### config.mk
export PLATFORM = sky130hd
export DESIGN_NAME = rider_status_top
export DESIGN_NICKNAME = d
export VERILOG_FILES = /design/src/verilog/rider_host_pkg.sv /design/src/verilog/rider_regmap_pkg.sv /design/src/verilog/host_cmd_port.sv /design/src/verilog/rider_status_top.sv /design/src/verilog/soft_error_monitor.sv /design/src/verilog/status_cmd_fifo.sv /design/src/verilog/status_read_engine.sv /design/src/verilog/status_reg_block.sv
export VERILOG_INCLUDE_DIRS = /design/src /design/src/include
export SDC_FILE = /design/constraint.sdc
export NUM_CORES = 1
export LEC_CHECK = 0
export ABC_CLOCK_PERIOD_IN_PS = 12100
export BUFFER_PORTS_ARGS = -buffer_cell sky130_fd_sc_hd__clkbuf_2
export CORE_ASPECT_RATIO = 1.1
export CORE_UTILIZATION = 30
export DETAILED_ROUTE_END_ITERATION = 10
export GPL_ROUTABILITY_DRIVEN = 0
export GPL_TIMING_DRIVEN = 0
export PLACE_DENSITY = 0.47
export SLEW_MARGIN = 10
export SYNTH_ARGS = -nofsm -noshare
export SYNTH_HDL_FRONTEND = slang
export SYNTH_HIERARCHICAL = 1
export SYNTH_SLANG_ARGS = --single-unit
export TNS_END_PERCENT = 5
### constraint.sdc
create_clock -name clk -period 12.1 [get_ports clk]
set_clock_uncertainty 0.15 [all_clocks]
set_input_delay 2.42 -clock clk [delete_from_list [all_inputs] [get_ports clk]]
set_output_delay 2.42 -clock clk [all_outputs]
set_load 0.02 [all_outputs]
### src/include/fw_version.svh
`ifndef fw_version_svh
`define fw_version_svh

`define major_rev   8'd3 // Interface changes
`define minor_rev   8'd2 // New features
`define bug_fix_rev 8'd0 // Fixes only

`endif

### src/verilog/rider_host_pkg.sv
package rider_host_pkg;

  localparam int cmd_fifo_depth = 4;
  localparam int cmd_ptr_w = $clog2(cmd_fifo_depth);
  localparam int reg_index_w = 5; // Covers the map and the unused space above it

  typedef enum logic [1:0] {
    op_read,         // Return one status word
    op_clear_counts, // Zero the soft-error counters and flags
    op_nop
  } host_op_e;

  // One host command as it sits in the FIFO
  typedef struct packed {
    host_op_e               op;
    logic [reg_index_w-1:0] index;
  } host_cmd_t;

  // Read response back to the host
  typedef struct packed {
    logic [reg_index_w-1:0] index; // Echo of the requested register
    logic [31:0]            data;
  } host_resp_t;

endpackage

### src/verilog/rider_regmap_pkg.sv
package rider_regmap_pkg;

  localparam int num_status_regs = 19; // Words 0 to 18
  localparam int status_word_w = 32;
  localparam int num_soft_errs = 3; // Checksum, unknown TTC, DDR3 overflow

  // Raw board status, one field per source
  typedef struct packed {
    logic        error_data_corrupt;
    logic        error_trig_num_from_tt;
    logic        error_trig_type_from_tt;
    logic        error_trig_num_from_cm;
    logic        error_trig_type_from_cm;
    logic        error_pll_unlock;
    logic        error_trig_rate;
    logic        error_unknown_ttc;
    logic [4:0]  chan_error_rc;
    logic        daq_clk_sel; // External clock
    logic        daq_clk_en;
    logic        adcclk_clkin0_stat; // Synthesizer
    logic        adcclk_clkin1_stat;
    logic        adcclk_stat_ld;
    logic        adcclk_stat;
    logic        daq_almost_full; // DAQ link
    logic        daq_ready;
    logic [3:0]  tts_state;
    logic [5:0]  ttc_chan_b_info;
    logic        ttc_ready;
    logic [30:0] cm_state; // FSM states
    logic [3:0]  ttr_state;
    logic [3:0]  cac_state;
    logic [6:0]  tp_state;
    logic [4:0]  acq_readout_pause;
    logic [1:0]  fill_type;
    logic [4:0]  chan_en;
    logic        endianness_sel;
    logic        trig_fifo_full;
    logic        acq_fifo_full;
    logic [3:0]  trig_delay;
    logic [7:0]  trig_settings;
    logic [23:0] trig_num;
    logic [43:0] trig_timestamp;
  } rider_status_t;

  typedef struct packed {
    logic [status_word_w-1:0] data_corrupt;
    logic [status_word_w-1:0] unknown_ttc;
    logic [status_word_w-1:0] ddr3_overflow;
  } soft_thres_t;

  // Monitor results, counts plus sticky flags
  typedef struct packed {
    logic [status_word_w-1:0] cs_mismatch_count;
    logic [status_word_w-1:0] unknown_cmd_count;
    logic [status_word_w-1:0] ddr3_overflow_count;
    logic                     error_data_corrupt;
    logic                     error_unknown_ttc;
    logic                     ddr3_overflow_warning;
  } soft_count_t;

  typedef enum logic [4:0] {
    reg_fw_version         = 5'd0,
    reg_error              = 5'd1,
    reg_ext_clk            = 5'd2,
    reg_clk_synth          = 5'd3,
    reg_daq_link           = 5'd4,
    reg_ttc_tts            = 5'd5,
    reg_fsm_state0         = 5'd6,
    reg_fsm_state1         = 5'd7,
    reg_acq                = 5'd8,
    reg_trig_info          = 5'd9,
    reg_trig_num           = 5'd10,
    reg_trig_ts_lsb        = 5'd11,
    reg_trig_ts_msb        = 5'd12,
    reg_thres_data_corrupt = 5'd13,
    reg_cs_mismatch_count  = 5'd14,
    reg_thres_unknown_ttc  = 5'd15,
    reg_unknown_cmd_count  = 5'd16,
    reg_thres_ddr3_ovf     = 5'd17,
    reg_ddr3_ovf_count     = 5'd18
  } status_reg_e;

endpackage

### src/verilog/host_cmd_port.sv
module host_cmd_port import rider_host_pkg::*; (
  input  logic      clk,
  input  logic      arst_n,
  input  logic      host_req,
  input  host_cmd_t host_cmd, // Stable while req is high
  output logic      host_ack,
  input  logic      full,
  output logic      push,
  output host_cmd_t push_cmd
);

  logic take; // New request that the FIFO can accept

  // Ack low and no push in flight, so this req is still unserved
  assign take = host_req && !host_ack && !push && !full;

  always_ff @(posedge clk or negedge arst_n) begin
    if (!arst_n) begin
      push     <= 1'b0;
      host_ack <= 1'b0;
    end else begin
      push <= take; // Single pulse per handshake
      if (push) begin
        host_ack <= 1'b1; // Command is in the FIFO now
      end else if (host_ack && !host_req) begin
        host_ack <= 1'b0; // Host released req
      end
    end
  end

  // Command captured with the push
  always_ff @(posedge clk) begin
    if (take) push_cmd <= host_cmd;
  end

  // Full is checked a cycle ahead, so the FIFO must still have room
  a_no_push_full: assert property (@(posedge clk) disable iff (!arst_n)
    push |-> !full);

endmodule

### src/verilog/rider_status_top.sv
module rider_status_top import rider_host_pkg::*, rider_regmap_pkg::*; (
  input  logic          clk,
  input  logic          arst_n,
  input  logic          host_req,
  input  host_cmd_t     host_cmd,
  output logic          host_ack,
  input  logic          evt_cs_mismatch,
  input  logic          evt_unknown_cmd,
  input  logic          evt_ddr3_overflow,
  input  rider_status_t status,
  input  soft_thres_t   thres,
  output host_resp_t    resp,
  output logic          resp_valid
);

  soft_count_t              counts;
  logic                     clear_counts;
  logic                     push;        // Port to FIFO
  host_cmd_t                push_cmd;
  logic                     full;
  logic                     pop;         // FIFO to engine
  host_cmd_t                pop_cmd;
  logic                     empty;
  logic [4:0]               rd_index;    // Engine to register block
  logic [status_word_w-1:0] rd_word;

  soft_error_monitor u_monitor (
    .clk, .arst_n,
    .evt_cs_mismatch, .evt_unknown_cmd, .evt_ddr3_overflow,
    .thres, .clear_counts, .counts
  );

  status_reg_block u_regs (
    .status, .counts, .thres, .rd_index, .rd_word
  );

  host_cmd_port u_port (
    .clk, .arst_n, .host_req, .host_cmd, .host_ack,
    .full, .push, .push_cmd
  );

  status_cmd_fifo u_fifo (
    .clk, .arst_n, .push, .push_cmd, .pop, .pop_cmd, .full, .empty
  );

  status_read_engine u_engine (
    .clk, .arst_n, .empty, .pop_cmd, .pop, .rd_index, .rd_word,
    .clear_counts, .resp, .resp_valid
  );

endmodule

### src/verilog/soft_error_monitor.sv
module soft_error_monitor import rider_regmap_pkg::*; (
  input  logic        clk,
  input  logic        arst_n,
  input  logic        evt_cs_mismatch,   // One-cycle pulses
  input  logic        evt_unknown_cmd,
  input  logic        evt_ddr3_overflow,
  input  soft_thres_t thres,
  input  logic        clear_counts,
  output soft_count_t counts
);

  // Index 0 checksum, 1 unknown TTC, 2 DDR3 overflow
  logic [num_soft_errs-1:0][status_word_w-1:0] cnt;
  logic [num_soft_errs-1:0][status_word_w-1:0] cnt_nxt;
  logic [num_soft_errs-1:0][status_word_w-1:0] thr;
  logic [num_soft_errs-1:0]                    evt;
  logic [num_soft_errs-1:0]                    flag; // Sticky

  assign evt    = {evt_ddr3_overflow, evt_unknown_cmd, evt_cs_mismatch};
  assign thr[0] = thres.data_corrupt;
  assign thr[1] = thres.unknown_ttc;
  assign thr[2] = thres.ddr3_overflow;

  // Saturating increment
  always_comb begin
    for (int i = 0; i < num_soft_errs; i++) begin
      cnt_nxt[i] = (evt[i] && (cnt[i] != '1)) ? cnt[i] + 1'b1 : cnt[i];
    end
  end

  always_ff @(posedge clk or negedge arst_n) begin
    if (!arst_n) begin
      cnt  <= '0;
      flag <= '0;
    end else if (clear_counts) begin // Clear wins over a same-cycle event
      cnt  <= '0;
      flag <= '0;
    end else begin
      for (int i = 0; i < num_soft_errs; i++) begin
        cnt[i] <= cnt_nxt[i];
        // Compare against the new count so flag and count agree
        if ((thr[i] != '0) && (cnt_nxt[i] >= thr[i])) flag[i] <= 1'b1;
      end
    end
  end

  assign counts.cs_mismatch_count     = cnt[0];
  assign counts.unknown_cmd_count     = cnt[1];
  assign counts.ddr3_overflow_count   = cnt[2];
  assign counts.error_data_corrupt    = flag[0];
  assign counts.error_unknown_ttc     = flag[1];
  assign counts.ddr3_overflow_warning = flag[2];

  // A zero threshold disables its flag
  for (genvar g = 0; g < num_soft_errs; g++) begin : g_flag_chk
    a_flag_needs_thres: assert property (@(posedge clk) disable iff (!arst_n)
      $rose(flag[g]) |-> ($past(thr[g]) != '0));
  end

endmodule

### src/verilog/status_cmd_fifo.sv
module status_cmd_fifo import rider_host_pkg::*; (
  input  logic      clk,
  input  logic      arst_n,
  input  logic      push,
  input  host_cmd_t push_cmd,
  input  logic      pop,
  output host_cmd_t pop_cmd, // Head, no read delay
  output logic      full,
  output logic      empty
);

  host_cmd_t            mem [cmd_fifo_depth];
  logic [cmd_ptr_w-1:0] wr_ptr;
  logic [cmd_ptr_w-1:0] rd_ptr;
  logic [cmd_ptr_w:0]   count; // Occupancy, one extra bit for full
  logic                 wr_en;
  logic                 rd_en;

  assign full  = (count == (cmd_ptr_w + 1)'(cmd_fifo_depth));
  assign empty = (count == '0);
  assign wr_en = push && !full;
  assign rd_en = pop && !empty;

  assign pop_cmd = mem[rd_ptr];

  always_ff @(posedge clk or negedge arst_n) begin
    if (!arst_n) begin
      wr_ptr <= '0;
      rd_ptr <= '0;
      count  <= '0;
    end else begin
      if (wr_en) wr_ptr <= (wr_ptr == cmd_ptr_w'(cmd_fifo_depth - 1)) ? '0 : wr_ptr + 1'b1;
      if (rd_en) rd_ptr <= (rd_ptr == cmd_ptr_w'(cmd_fifo_depth - 1)) ? '0 : rd_ptr + 1'b1;
      case ({wr_en, rd_en})
        2'b10:   count <= count + 1'b1;
        2'b01:   count <= count - 1'b1;
        default: count <= count; // Both or neither
      endcase
    end
  end

  // Storage
  always_ff @(posedge clk) begin
    if (wr_en) mem[wr_ptr] <= push_cmd;
  end

  // Engine must only pop a valid head
  a_no_pop_empty: assert property (@(posedge clk) disable iff (!arst_n)
    pop |-> !empty);

endmodule

### src/verilog/status_read_engine.sv
module status_read_engine import rider_host_pkg::*, rider_regmap_pkg::*; (
  input  logic                     clk,
  input  logic                     arst_n,
  input  logic                     empty,
  input  host_cmd_t                pop_cmd,
  output logic                     pop,
  output logic [4:0]               rd_index,
  input  logic [status_word_w-1:0] rd_word, // Combinational from the register block
  output logic                     clear_counts,
  output host_resp_t               resp,
  output logic                     resp_valid
);

  // Hold off one cycle behind a clear so a following read sees zeroed counts
  assign pop      = !empty && !clear_counts;
  assign rd_index = pop_cmd.index;

  always_ff @(posedge clk or negedge arst_n) begin
    if (!arst_n) begin
      resp_valid   <= 1'b0;
      clear_counts <= 1'b0;
    end else begin
      resp_valid   <= pop && (pop_cmd.op == op_read);
      clear_counts <= pop && (pop_cmd.op == op_clear_counts);
    end
  end

  // Response payload, word taken at the pop
  always_ff @(posedge clk) begin
    if (pop) begin
      case (pop_cmd.op)
        op_read: begin
          resp.index <= pop_cmd.index;
          resp.data  <= rd_word;
        end
        default: resp <= resp; // Clear and nop leave it alone
      endcase
    end
  end

endmodule

### src/verilog/status_reg_block.sv
`include "fw_version.svh"

module status_reg_block import rider_regmap_pkg::*; (
  input  rider_status_t            status,
  input  soft_count_t              counts,
  input  soft_thres_t              thres,
  input  logic [4:0]               rd_index,
  output logic [status_word_w-1:0] rd_word
);

  logic [status_word_w-1:0] words [num_status_regs];
  logic                     err_data_corrupt; // Hard bit or monitor flag
  logic                     err_unknown_ttc;

  assign err_data_corrupt = status.error_data_corrupt | counts.error_data_corrupt;
  assign err_unknown_ttc  = status.error_unknown_ttc | counts.error_unknown_ttc;

  always_comb begin
    words[reg_fw_version] = {8'd0, `major_rev, `minor_rev, `bug_fix_rev};
    // Error word, hard errors in the low byte
    words[reg_error]      = {19'd0, status.chan_error_rc,
                             status.error_trig_type_from_cm, status.error_trig_type_from_tt,
                             status.error_trig_num_from_cm, status.error_trig_num_from_tt,
                             err_data_corrupt, status.error_trig_rate,
                             err_unknown_ttc, status.error_pll_unlock};
    words[reg_ext_clk]    = {30'd0, status.daq_clk_sel, status.daq_clk_en};
    words[reg_clk_synth]  = {28'd0, status.adcclk_clkin1_stat, status.adcclk_clkin0_stat,
                             status.adcclk_stat_ld, status.adcclk_stat};
    words[reg_daq_link]   = {29'd0, counts.ddr3_overflow_warning, // Warning in bit 2
                             status.daq_almost_full, status.daq_ready};
    words[reg_ttc_tts]    = {21'd0, status.tts_state, status.ttc_chan_b_info, status.ttc_ready};
    words[reg_fsm_state0] = {1'd0, status.cm_state};
    words[reg_fsm_state1] = {17'd0, status.tp_state, status.cac_state, status.ttr_state};
    words[reg_acq]        = {19'd0, status.endianness_sel, status.acq_readout_pause,
                             status.fill_type, status.chan_en};
    words[reg_trig_info]  = {18'd0, status.trig_settings, status.acq_fifo_full,
                             status.trig_fifo_full, status.trig_delay};
    words[reg_trig_num]   = {8'd0, status.trig_num};
    words[reg_trig_ts_lsb] = status.trig_timestamp[31:0];
    words[reg_trig_ts_msb] = {20'd0, status.trig_timestamp[43:32]};
    // Soft errors, threshold then count
    words[reg_thres_data_corrupt] = thres.data_corrupt;
    words[reg_cs_mismatch_count]  = counts.cs_mismatch_count;
    words[reg_thres_unknown_ttc]  = thres.unknown_ttc;
    words[reg_unknown_cmd_count]  = counts.unknown_cmd_count;
    words[reg_thres_ddr3_ovf]     = thres.ddr3_overflow;
    words[reg_ddr3_ovf_count]     = counts.ddr3_overflow_count;
  end

  // Indices past the map read as zero
  assign rd_word = (rd_index < 5'(num_status_regs)) ? words[rd_index] : '0;

endmodule
# Word-level counts from Yosys, hierarchy flattened
# Memories as Yosys holds them, arrays and structs flattened.
# Index checks and enable logic that the tools add are counted.
dict set report word_totals {
  regBits 154
  latchBits 0
  ramBits 28
  romBits 0
  output_inout_bits 39
  wordCells 92
  memories 1
}
dict set report classes {
  addsub 7
  multipliers 0
  n_div 0
  n_lt_le_gt_ge 5
  eq_ne 9
  n_shift 0
  mux 18
  n_bitwise 3
  reduce_logical 32
}
# memory depth width rd rd_clocked_by_memory_dff write_ports line
set memory_table {}
lappend memory_table {u_fifo.mem 4 7 1 0 1 status_cmd_fifo.sv:12} ;# host_cmd_t mem [cmd_fifo_depth];
# operator n
set op_table {}
lappend op_table {{32-bit binary-select mux with 5-bit select} 1}
lappend op_table {{32-bit 2-to-1 mux} 5}
lappend op_table {{32-bit by 1-bit adder with 32-bit output, second input constant} 3}
lappend op_table {{32-bit greater-or-equal comparator} 3}
lappend op_table {{96-bit 2-to-1 mux} 1}
lappend op_table {{32-bit inequality test, second input constant} 3}
lappend op_table {{32-bit nonzero test} 3}
lappend op_table {{1-bit logical AND} 15}
lappend op_table {{2-bit nonzero test} 5}
lappend op_table {{1-bit 2-to-1 mux} 7}
lappend op_table {{2-bit == test, second input constant} 3}
lappend op_table {{6-bit greater-or-equal comparator, second input constant} 1}
lappend op_table {{1-bit zero test} 6}
lappend op_table {{5-bit inverter with 6-bit output} 1}
lappend op_table {{3-bit one-hot mux with 2 select lines} 1}
lappend op_table {{5-bit < comparator, second input constant} 1}
lappend op_table {{2-bit by 1-bit adder with 2-bit output, second input constant} 2}
lappend op_table {{2-bit by 1-bit == test with 1-bit output, second input constant} 2}
lappend op_table {{2-bit 2-to-1 mux} 2}
lappend op_table {{3-bit by 1-bit adder with 3-bit output, second input constant} 1}
lappend op_table {{3-bit == test, second input constant} 1}
lappend op_table {{3-bit zero test} 1}
lappend op_table {{3-bit 2-to-1 mux} 1}
lappend op_table {{3-bit by 1-bit subtractor with 3-bit output, second input constant} 1}
lappend op_table {{3 further kinds} 4}

# Longest topological paths before layout
dict set report depth {
  ltp_word 7
  depth_mapped 13
  mapped_depth_nobuf 12
}

# Hierarchy
# Netlist, hierarchy kept.
# mod n_inst cells_per_inst area_per_inst_um2 seq_area_each_um2
set by_module_without_submodules {}
lappend by_module_without_submodules {soft_error_monitor 1 1100 9041.2 2477.4}
lappend by_module_without_submodules {status_reg_block 1 409 3283.1 0.0}
lappend by_module_without_submodules {status_cmd_fifo 1 77 1490.2 1016.0}
lappend by_module_without_submodules {status_read_engine 1 47 1229.9 1161.1}
lappend by_module_without_submodules {host_cmd_port 1 11 282.8 260.2}

# Worst setup path after synthesis
# OpenSTA, ideal clock, no wires.
dict set report synth_timing {
  path_type {input-to-reg}
  startpoint {in evt_cs_mismatch}
  endpoint {reg u_monitor.flag[0]}
  setup_ps 110
  arrival_time_ps 5036
  required_time_ps 11840
  path_slack_ps 6804
  stages 11
  path_buffers 2
  path_cell_list {buf_2 inv_1 or3_1 buf_2 or4_4 nor3_1 xnor2_1 ha_1 nand4_1 or4_1 o41ai_1}
}
dict set report synth_between {
  elab_chain_cells 5
}
# element line
set synth_rtl {}
lappend synth_rtl {{start, declared} rider_status_top.sv:7} ;# input logic evt_cs_mismatch,
lappend synth_rtl {{1-bit logical AND} soft_error_monitor.sv:27} ;# cnt_nxt[i] = (evt[i] && (cnt[i] != '1)) ? cnt[i] + 1'b1 : cnt[i];
lappend synth_rtl {{32-bit 2-to-1 mux} soft_error_monitor.sv:27}
lappend synth_rtl {{32-bit greater-or-equal comparator} soft_error_monitor.sv:42} ;# if ((thr[i] != '0) && (cnt_nxt[i] >= thr[i])) flag[i] <= 1'b1;
lappend synth_rtl {{1-bit logical AND} soft_error_monitor.sv:42}
lappend synth_rtl {{2-bit nonzero test (no source line)} -}
lappend synth_rtl {{end signal, assigned} soft_error_monitor.sv:34} ;# flag <= '0;
lappend synth_rtl {{end signal, assigned} soft_error_monitor.sv:37} ;# flag <= '0;
lappend synth_rtl {{end signal, assigned by index} soft_error_monitor.sv:42}
lappend synth_rtl {{end, declared} soft_error_monitor.sv:17} ;# logic [num_soft_errs-1:0] flag;
# Every way passes these cells.
# A chain may end at the register's enable or synchronous reset.

# Worst setup path in the final report
dict set report layout_timing {
  startpoint {in evt_ddr3_overflow}
  endpoint {reg u_monitor.flag[2]}
}
dict set report layout_between {
  elab_chain_cells 5
}
# element line
set layout_rtl {}
lappend layout_rtl {{start, declared} rider_status_top.sv:9} ;# input logic evt_ddr3_overflow,
lappend layout_rtl {{1-bit logical AND} soft_error_monitor.sv:27}
lappend layout_rtl {{32-bit 2-to-1 mux} soft_error_monitor.sv:27}
lappend layout_rtl {{32-bit greater-or-equal comparator} soft_error_monitor.sv:42}
lappend layout_rtl {{1-bit logical AND} soft_error_monitor.sv:42}
lappend layout_rtl {{2-bit nonzero test (no source line)} -}
# Every way passes these cells.

==> qor.log <==
INFO  clock_network  cts_sinks=182
INFO  clock_network  clk_pin_slew_worst_paths=0.07ns
INFO  sta            setup_total_negative_slack=0ns
INFO  sta            unrepaired_setup_endpoints_after_global_routing=no
INFO  global_route   first_global_vias=14833
INFO  clock_network  post_cts_hold_buffer_count=0
INFO  floorplanning  placeableCoreArea=50250um2
INFO  placement      placement.io_buffers=319
INFO  cells_and_area final_layout_size_suffix_gt1_frac=0.2686
INFO  critical_path  ff2ff_setup_slack=7.48ns
INFO  critical_path  timing.setup.critical_path_class=in -> reg
INFO  global_route   grt_first_pass_wirelength=103400um
INFO  critical_path  crit-reg2reg-launch=u_monitor/counts[68]
INFO  synth          synthesis.area_per_instance=9.323um2
INFO  clock_network  master_cell_of_the_clock_root_buffer=sky130_fd_sc_hd__clkbuf_16
INFO  cells_and_area layout_common_cells=319 x sky130_fd_sc_hd__clkbuf_2, 126 x sky130_fd_sc_hd__a21oi_1, 125 x sky130_fd_sc_hd__inv_1
INFO  sta            finalHoldViolCount=0
INFO  synth          ys_top_cells_by_area=sky130_fd_sc_hd__dfrtp_1 18%, sky130_fd_sc_hd__edfxtp_1 14%, sky130_fd_sc_hd__ha_1 8.6%
INFO  cells_and_area synth_to_final_area_change=20.51%
INFO  synth          synth-seq-cells=182
INFO  synth          synth_top_flop_cell=sky130_fd_sc_hd__dfrtp_1
INFO  clock_network  insertion_delay=0.51ns
INFO  critical_path  crit_required=12.37ns
INFO  power_and_ir_drop largest_voltage_drop_on_the_vdd_net=0.1081mV
INFO  routing        route.final.wire_length=72680um
INFO  run_status     outcome=finished clean
INFO  cells_and_area instances_no_fill=2660
INFO  worst_hold_path timing.hold.worst_endpoint=u_fifo/mem[2][0]
INFO  cells_and_area design.final.nets=2374
INFO  worst_hold_path startpoint_of_the_worst_hold_path=u_port/push_cmd[0]
INFO  synth          post_synth_fa_ha_maj_area_fraction=0.08702
INFO  synth          synth_top_family_by_area=simple AND/OR/NAND/NOR gates
INFO  sta            max_clock_freq=183.3MHz
INFO  clock_network  clk_path_buf_depth=2
INFO  routing        detailroute.via_count=15394
INFO  floorplanning  initial_core_util=0.3050
INFO  routing        drcViolationCount=0
INFO  critical_path  r2r-end=u_monitor/flag[0]
INFO  routing        first_pass_iters=6
INFO  cells_and_area commonest_non_fill_non_tap_cell_in_the_layout=sky130_fd_sc_hd__clkbuf_2
INFO  synth          postSynthNetCount=2032
INFO  clock_network  cts-buffers-inserted=17
INFO  global_route   grt_overflow=0
INFO  global_route   grt_start_max_net_pins=88
INFO  synth          post_synth_mux_area_share=0.1378
INFO  synth          synth_enable_flop_cells=72
INFO  floorplanning  standard_cell_row_count=86
INFO  synth          synthesis.instances=1644
INFO  routing        wl_per_cell=27.32um
INFO  synth          synth_seq_area_share=0.3207
INFO  power_and_ir_drop p_per_area=194.1nW/um2
INFO  synth          yosysWarningCount=6
INFO  flow_run       max_cap_violations=0
INFO  clock_network  cts-resized-gates=0
INFO  critical_path  crit_fanout=10
INFO  clock_network  htree_num_levels=4
INFO  placement      place.detailed.hpwl=59550um
INFO  synth          synth_compound_area_frac=0.1466
INFO  sta            final_max_slew_viols=0
INFO  critical_path  cp-end-kind=register
INFO  routing        dr.first_iter.drc_count=1510
INFO  critical_path  worst_setup_path_start_kind=input pin
INFO  synth          share_of_flip_flops_with_an_asynchronous_set_or_reset=0.6044
INFO  global_route   antenna_found_initial=6
INFO  worst_hold_path min_path_cells=0
INFO  routing        routed_via_density=5.787
INFO  sta            period_minus_slack=5.455ns
INFO  floorplanning  die_w=217.5um
INFO  sta            period_share=0.4508
INFO  floorplanning  number_of_ports_placed_on_the_die_boundary=321
INFO  power_and_ir_drop power_leakage=8.645nW
INFO  synth          synthDominantCellAreaShare=0.1796
INFO  sta            finish_stage_setup_viols=0
INFO  clock_network  cts_tree=yes
INFO  worst_hold_path min_path_type=reg -> reg
INFO  synth          largest_area_contributor_in_the_synthesized_netlist=sky130_fd_sc_hd__dfrtp_1
INFO  routing        final_antenna_net_count=0
INFO  critical_path  worst_ep_arrival_time=5.73ns
INFO  critical_path  timing.reg2reg.worst_path_depth=13
INFO  synth          post_synth_xor_area_fraction=0.03086
INFO  clock_network  post_cts.repair.setup_buffers=0
INFO  synth          synth_cell_types=88
INFO  floorplanning  die_y=239.1um
INFO  sta            slew-limit-headroom=0.2392
INFO  floorplanning  design.die.area=52000um2
INFO  placement      placed_cells_incl_taps=2627
INFO  sta            worst-slew-pin-transition=1.132ns
INFO  synth          post_synth_instance_area=15330um2
INFO  global_route   global_route.usage.total=0.2810
INFO  synth          simple_gate_area_share_of_the_yosys_netlist=0.2122
critical path, stage by stage:
cell                        delay, ns
sky130_fd_sc_hd__clkbuf_2        0.18
sky130_fd_sc_hd__nand4_1         0.15
sky130_fd_sc_hd__clkbuf_1        0.33
sky130_fd_sc_hd__a2111oi_0       0.81
sky130_fd_sc_hd__xor2_1          0.14
sky130_fd_sc_hd__ha_1            0.34
sky130_fd_sc_hd__nand2_1         0.07
sky130_fd_sc_hd__or4_1           0.46
sky130_fd_sc_hd__o32ai_1         0.47
sky130_fd_sc_hd__o211ai_1        0.16
sky130_fd_sc_hd__a31oi_1         0.19
cells in the mapped netlist (all sizes together), types with 19 or more instances:
master  number
mux2        64
nor3        37
or4         19
dfrtp      110
nand2      120
nor2       107
nor2b       45
xor2        36
mux2i       55
or3         25
nand3       58
edfxtp      72
o21ai       52
ha         105
mux4        36
buf         49
clkbuf      36
inv        125
nand4       48
nor4        37
a21oi      126
and2        24
cell type report:
class | instances | area (um2)
repair buffers | 323 | 1674
multi-input cells | 1252 | 9427
clock inverters | 15 | 207.7
well taps | 660 | 825.8
plain buffers | 85 | 525.5
fillers | 5226 | 31780
inverters | 125 | 469.2
diodes | 1 | 2.502
clock buffers | 17 | 425.4
flip-flops and latches | 182 | 4915
power breakdown:
group / switching [mW] / leakage (nW) / internal (mW)
Combinational: 1.35 / 6.16 / 0.711
Sequential: 0.0838 / 2.18 / 0.805
Clock: 0.303 / 0.310 / 0.335
worst max path at each step:
stage | from | endpoint | depth (start not counted)
after floorplan | evt_cs_mismatch | u_monitor/flag[0] | 11
after global placement | evt_ddr3_overflow | u_monitor/flag[2] | 11
after detailed placement | evt_ddr3_overflow | u_monitor/flag[2] | 11
after CTS | evt_ddr3_overflow | u_monitor/flag[2] | 11
after global routing | evt_ddr3_overflow | u_monitor/flag[2] | 11
final | evt_ddr3_overflow | u_monitor/flag[2] | 11
kinds of logic (layout without fill, tap and decap cells):
group                      Yosys count  count (layout)
and+or+nand+nor                    595             595
AOI/OAI and AO/OA                  342             342
buffers and inverters              210             565
DFF                                182             182
muxes                              155             155
adders and majority gates          106             106
xor gates and xnor gates            54              54
other                                0               1
per-stage QoR:
stage / hold WS (ns) / instance area, um2 / total power, mW / setup WS, ns / utilization
after global placement: 0.3203 / 17750 / 2.874 / 6.111 / 0.3532
after global routing: 0.3829 / 18470 / 3.709 / 6.409 / 0.3675
final: 0.3497 / 18470 / 3.585 / 6.645 / 0.3676
after floorplan: 0.3087 / 15330 / 2.068 / 6.804 / -
after detailed placement: 0.3368 / 17840 / 2.907 / 6.125 / 0.3549
after CTS: 0.3560 / 18470 / 3.558 / 6.665 / 0.3675
sequential cells by signal, summed over array words and instances, names as in the netlist:
register               cells
u_monitor/counts          96
u_engine/resp             37
u_fifo/mem                28
u_port/push_cmd            7
u_fifo/count               3
u_monitor/flag             3
u_fifo/rd_ptr              2
u_fifo/wr_ptr              2
u_engine/clear_counts      1
u_engine/resp_valid        1
u_port/host_ack            1
u_port/push                1
layer usage:
layer / vias to the layer above / track usage / wire length (um)
li1: 6862 / - / -
met4: 8 / 0.1182 / 2662
met5: - / 0 / 49
met2: 783 / 0.4462 / 33030
met3: 120 / 0.05611 / 6036
met1: 7621 / 0.3695 / 30900
Power figures use the tool's default switching activity.
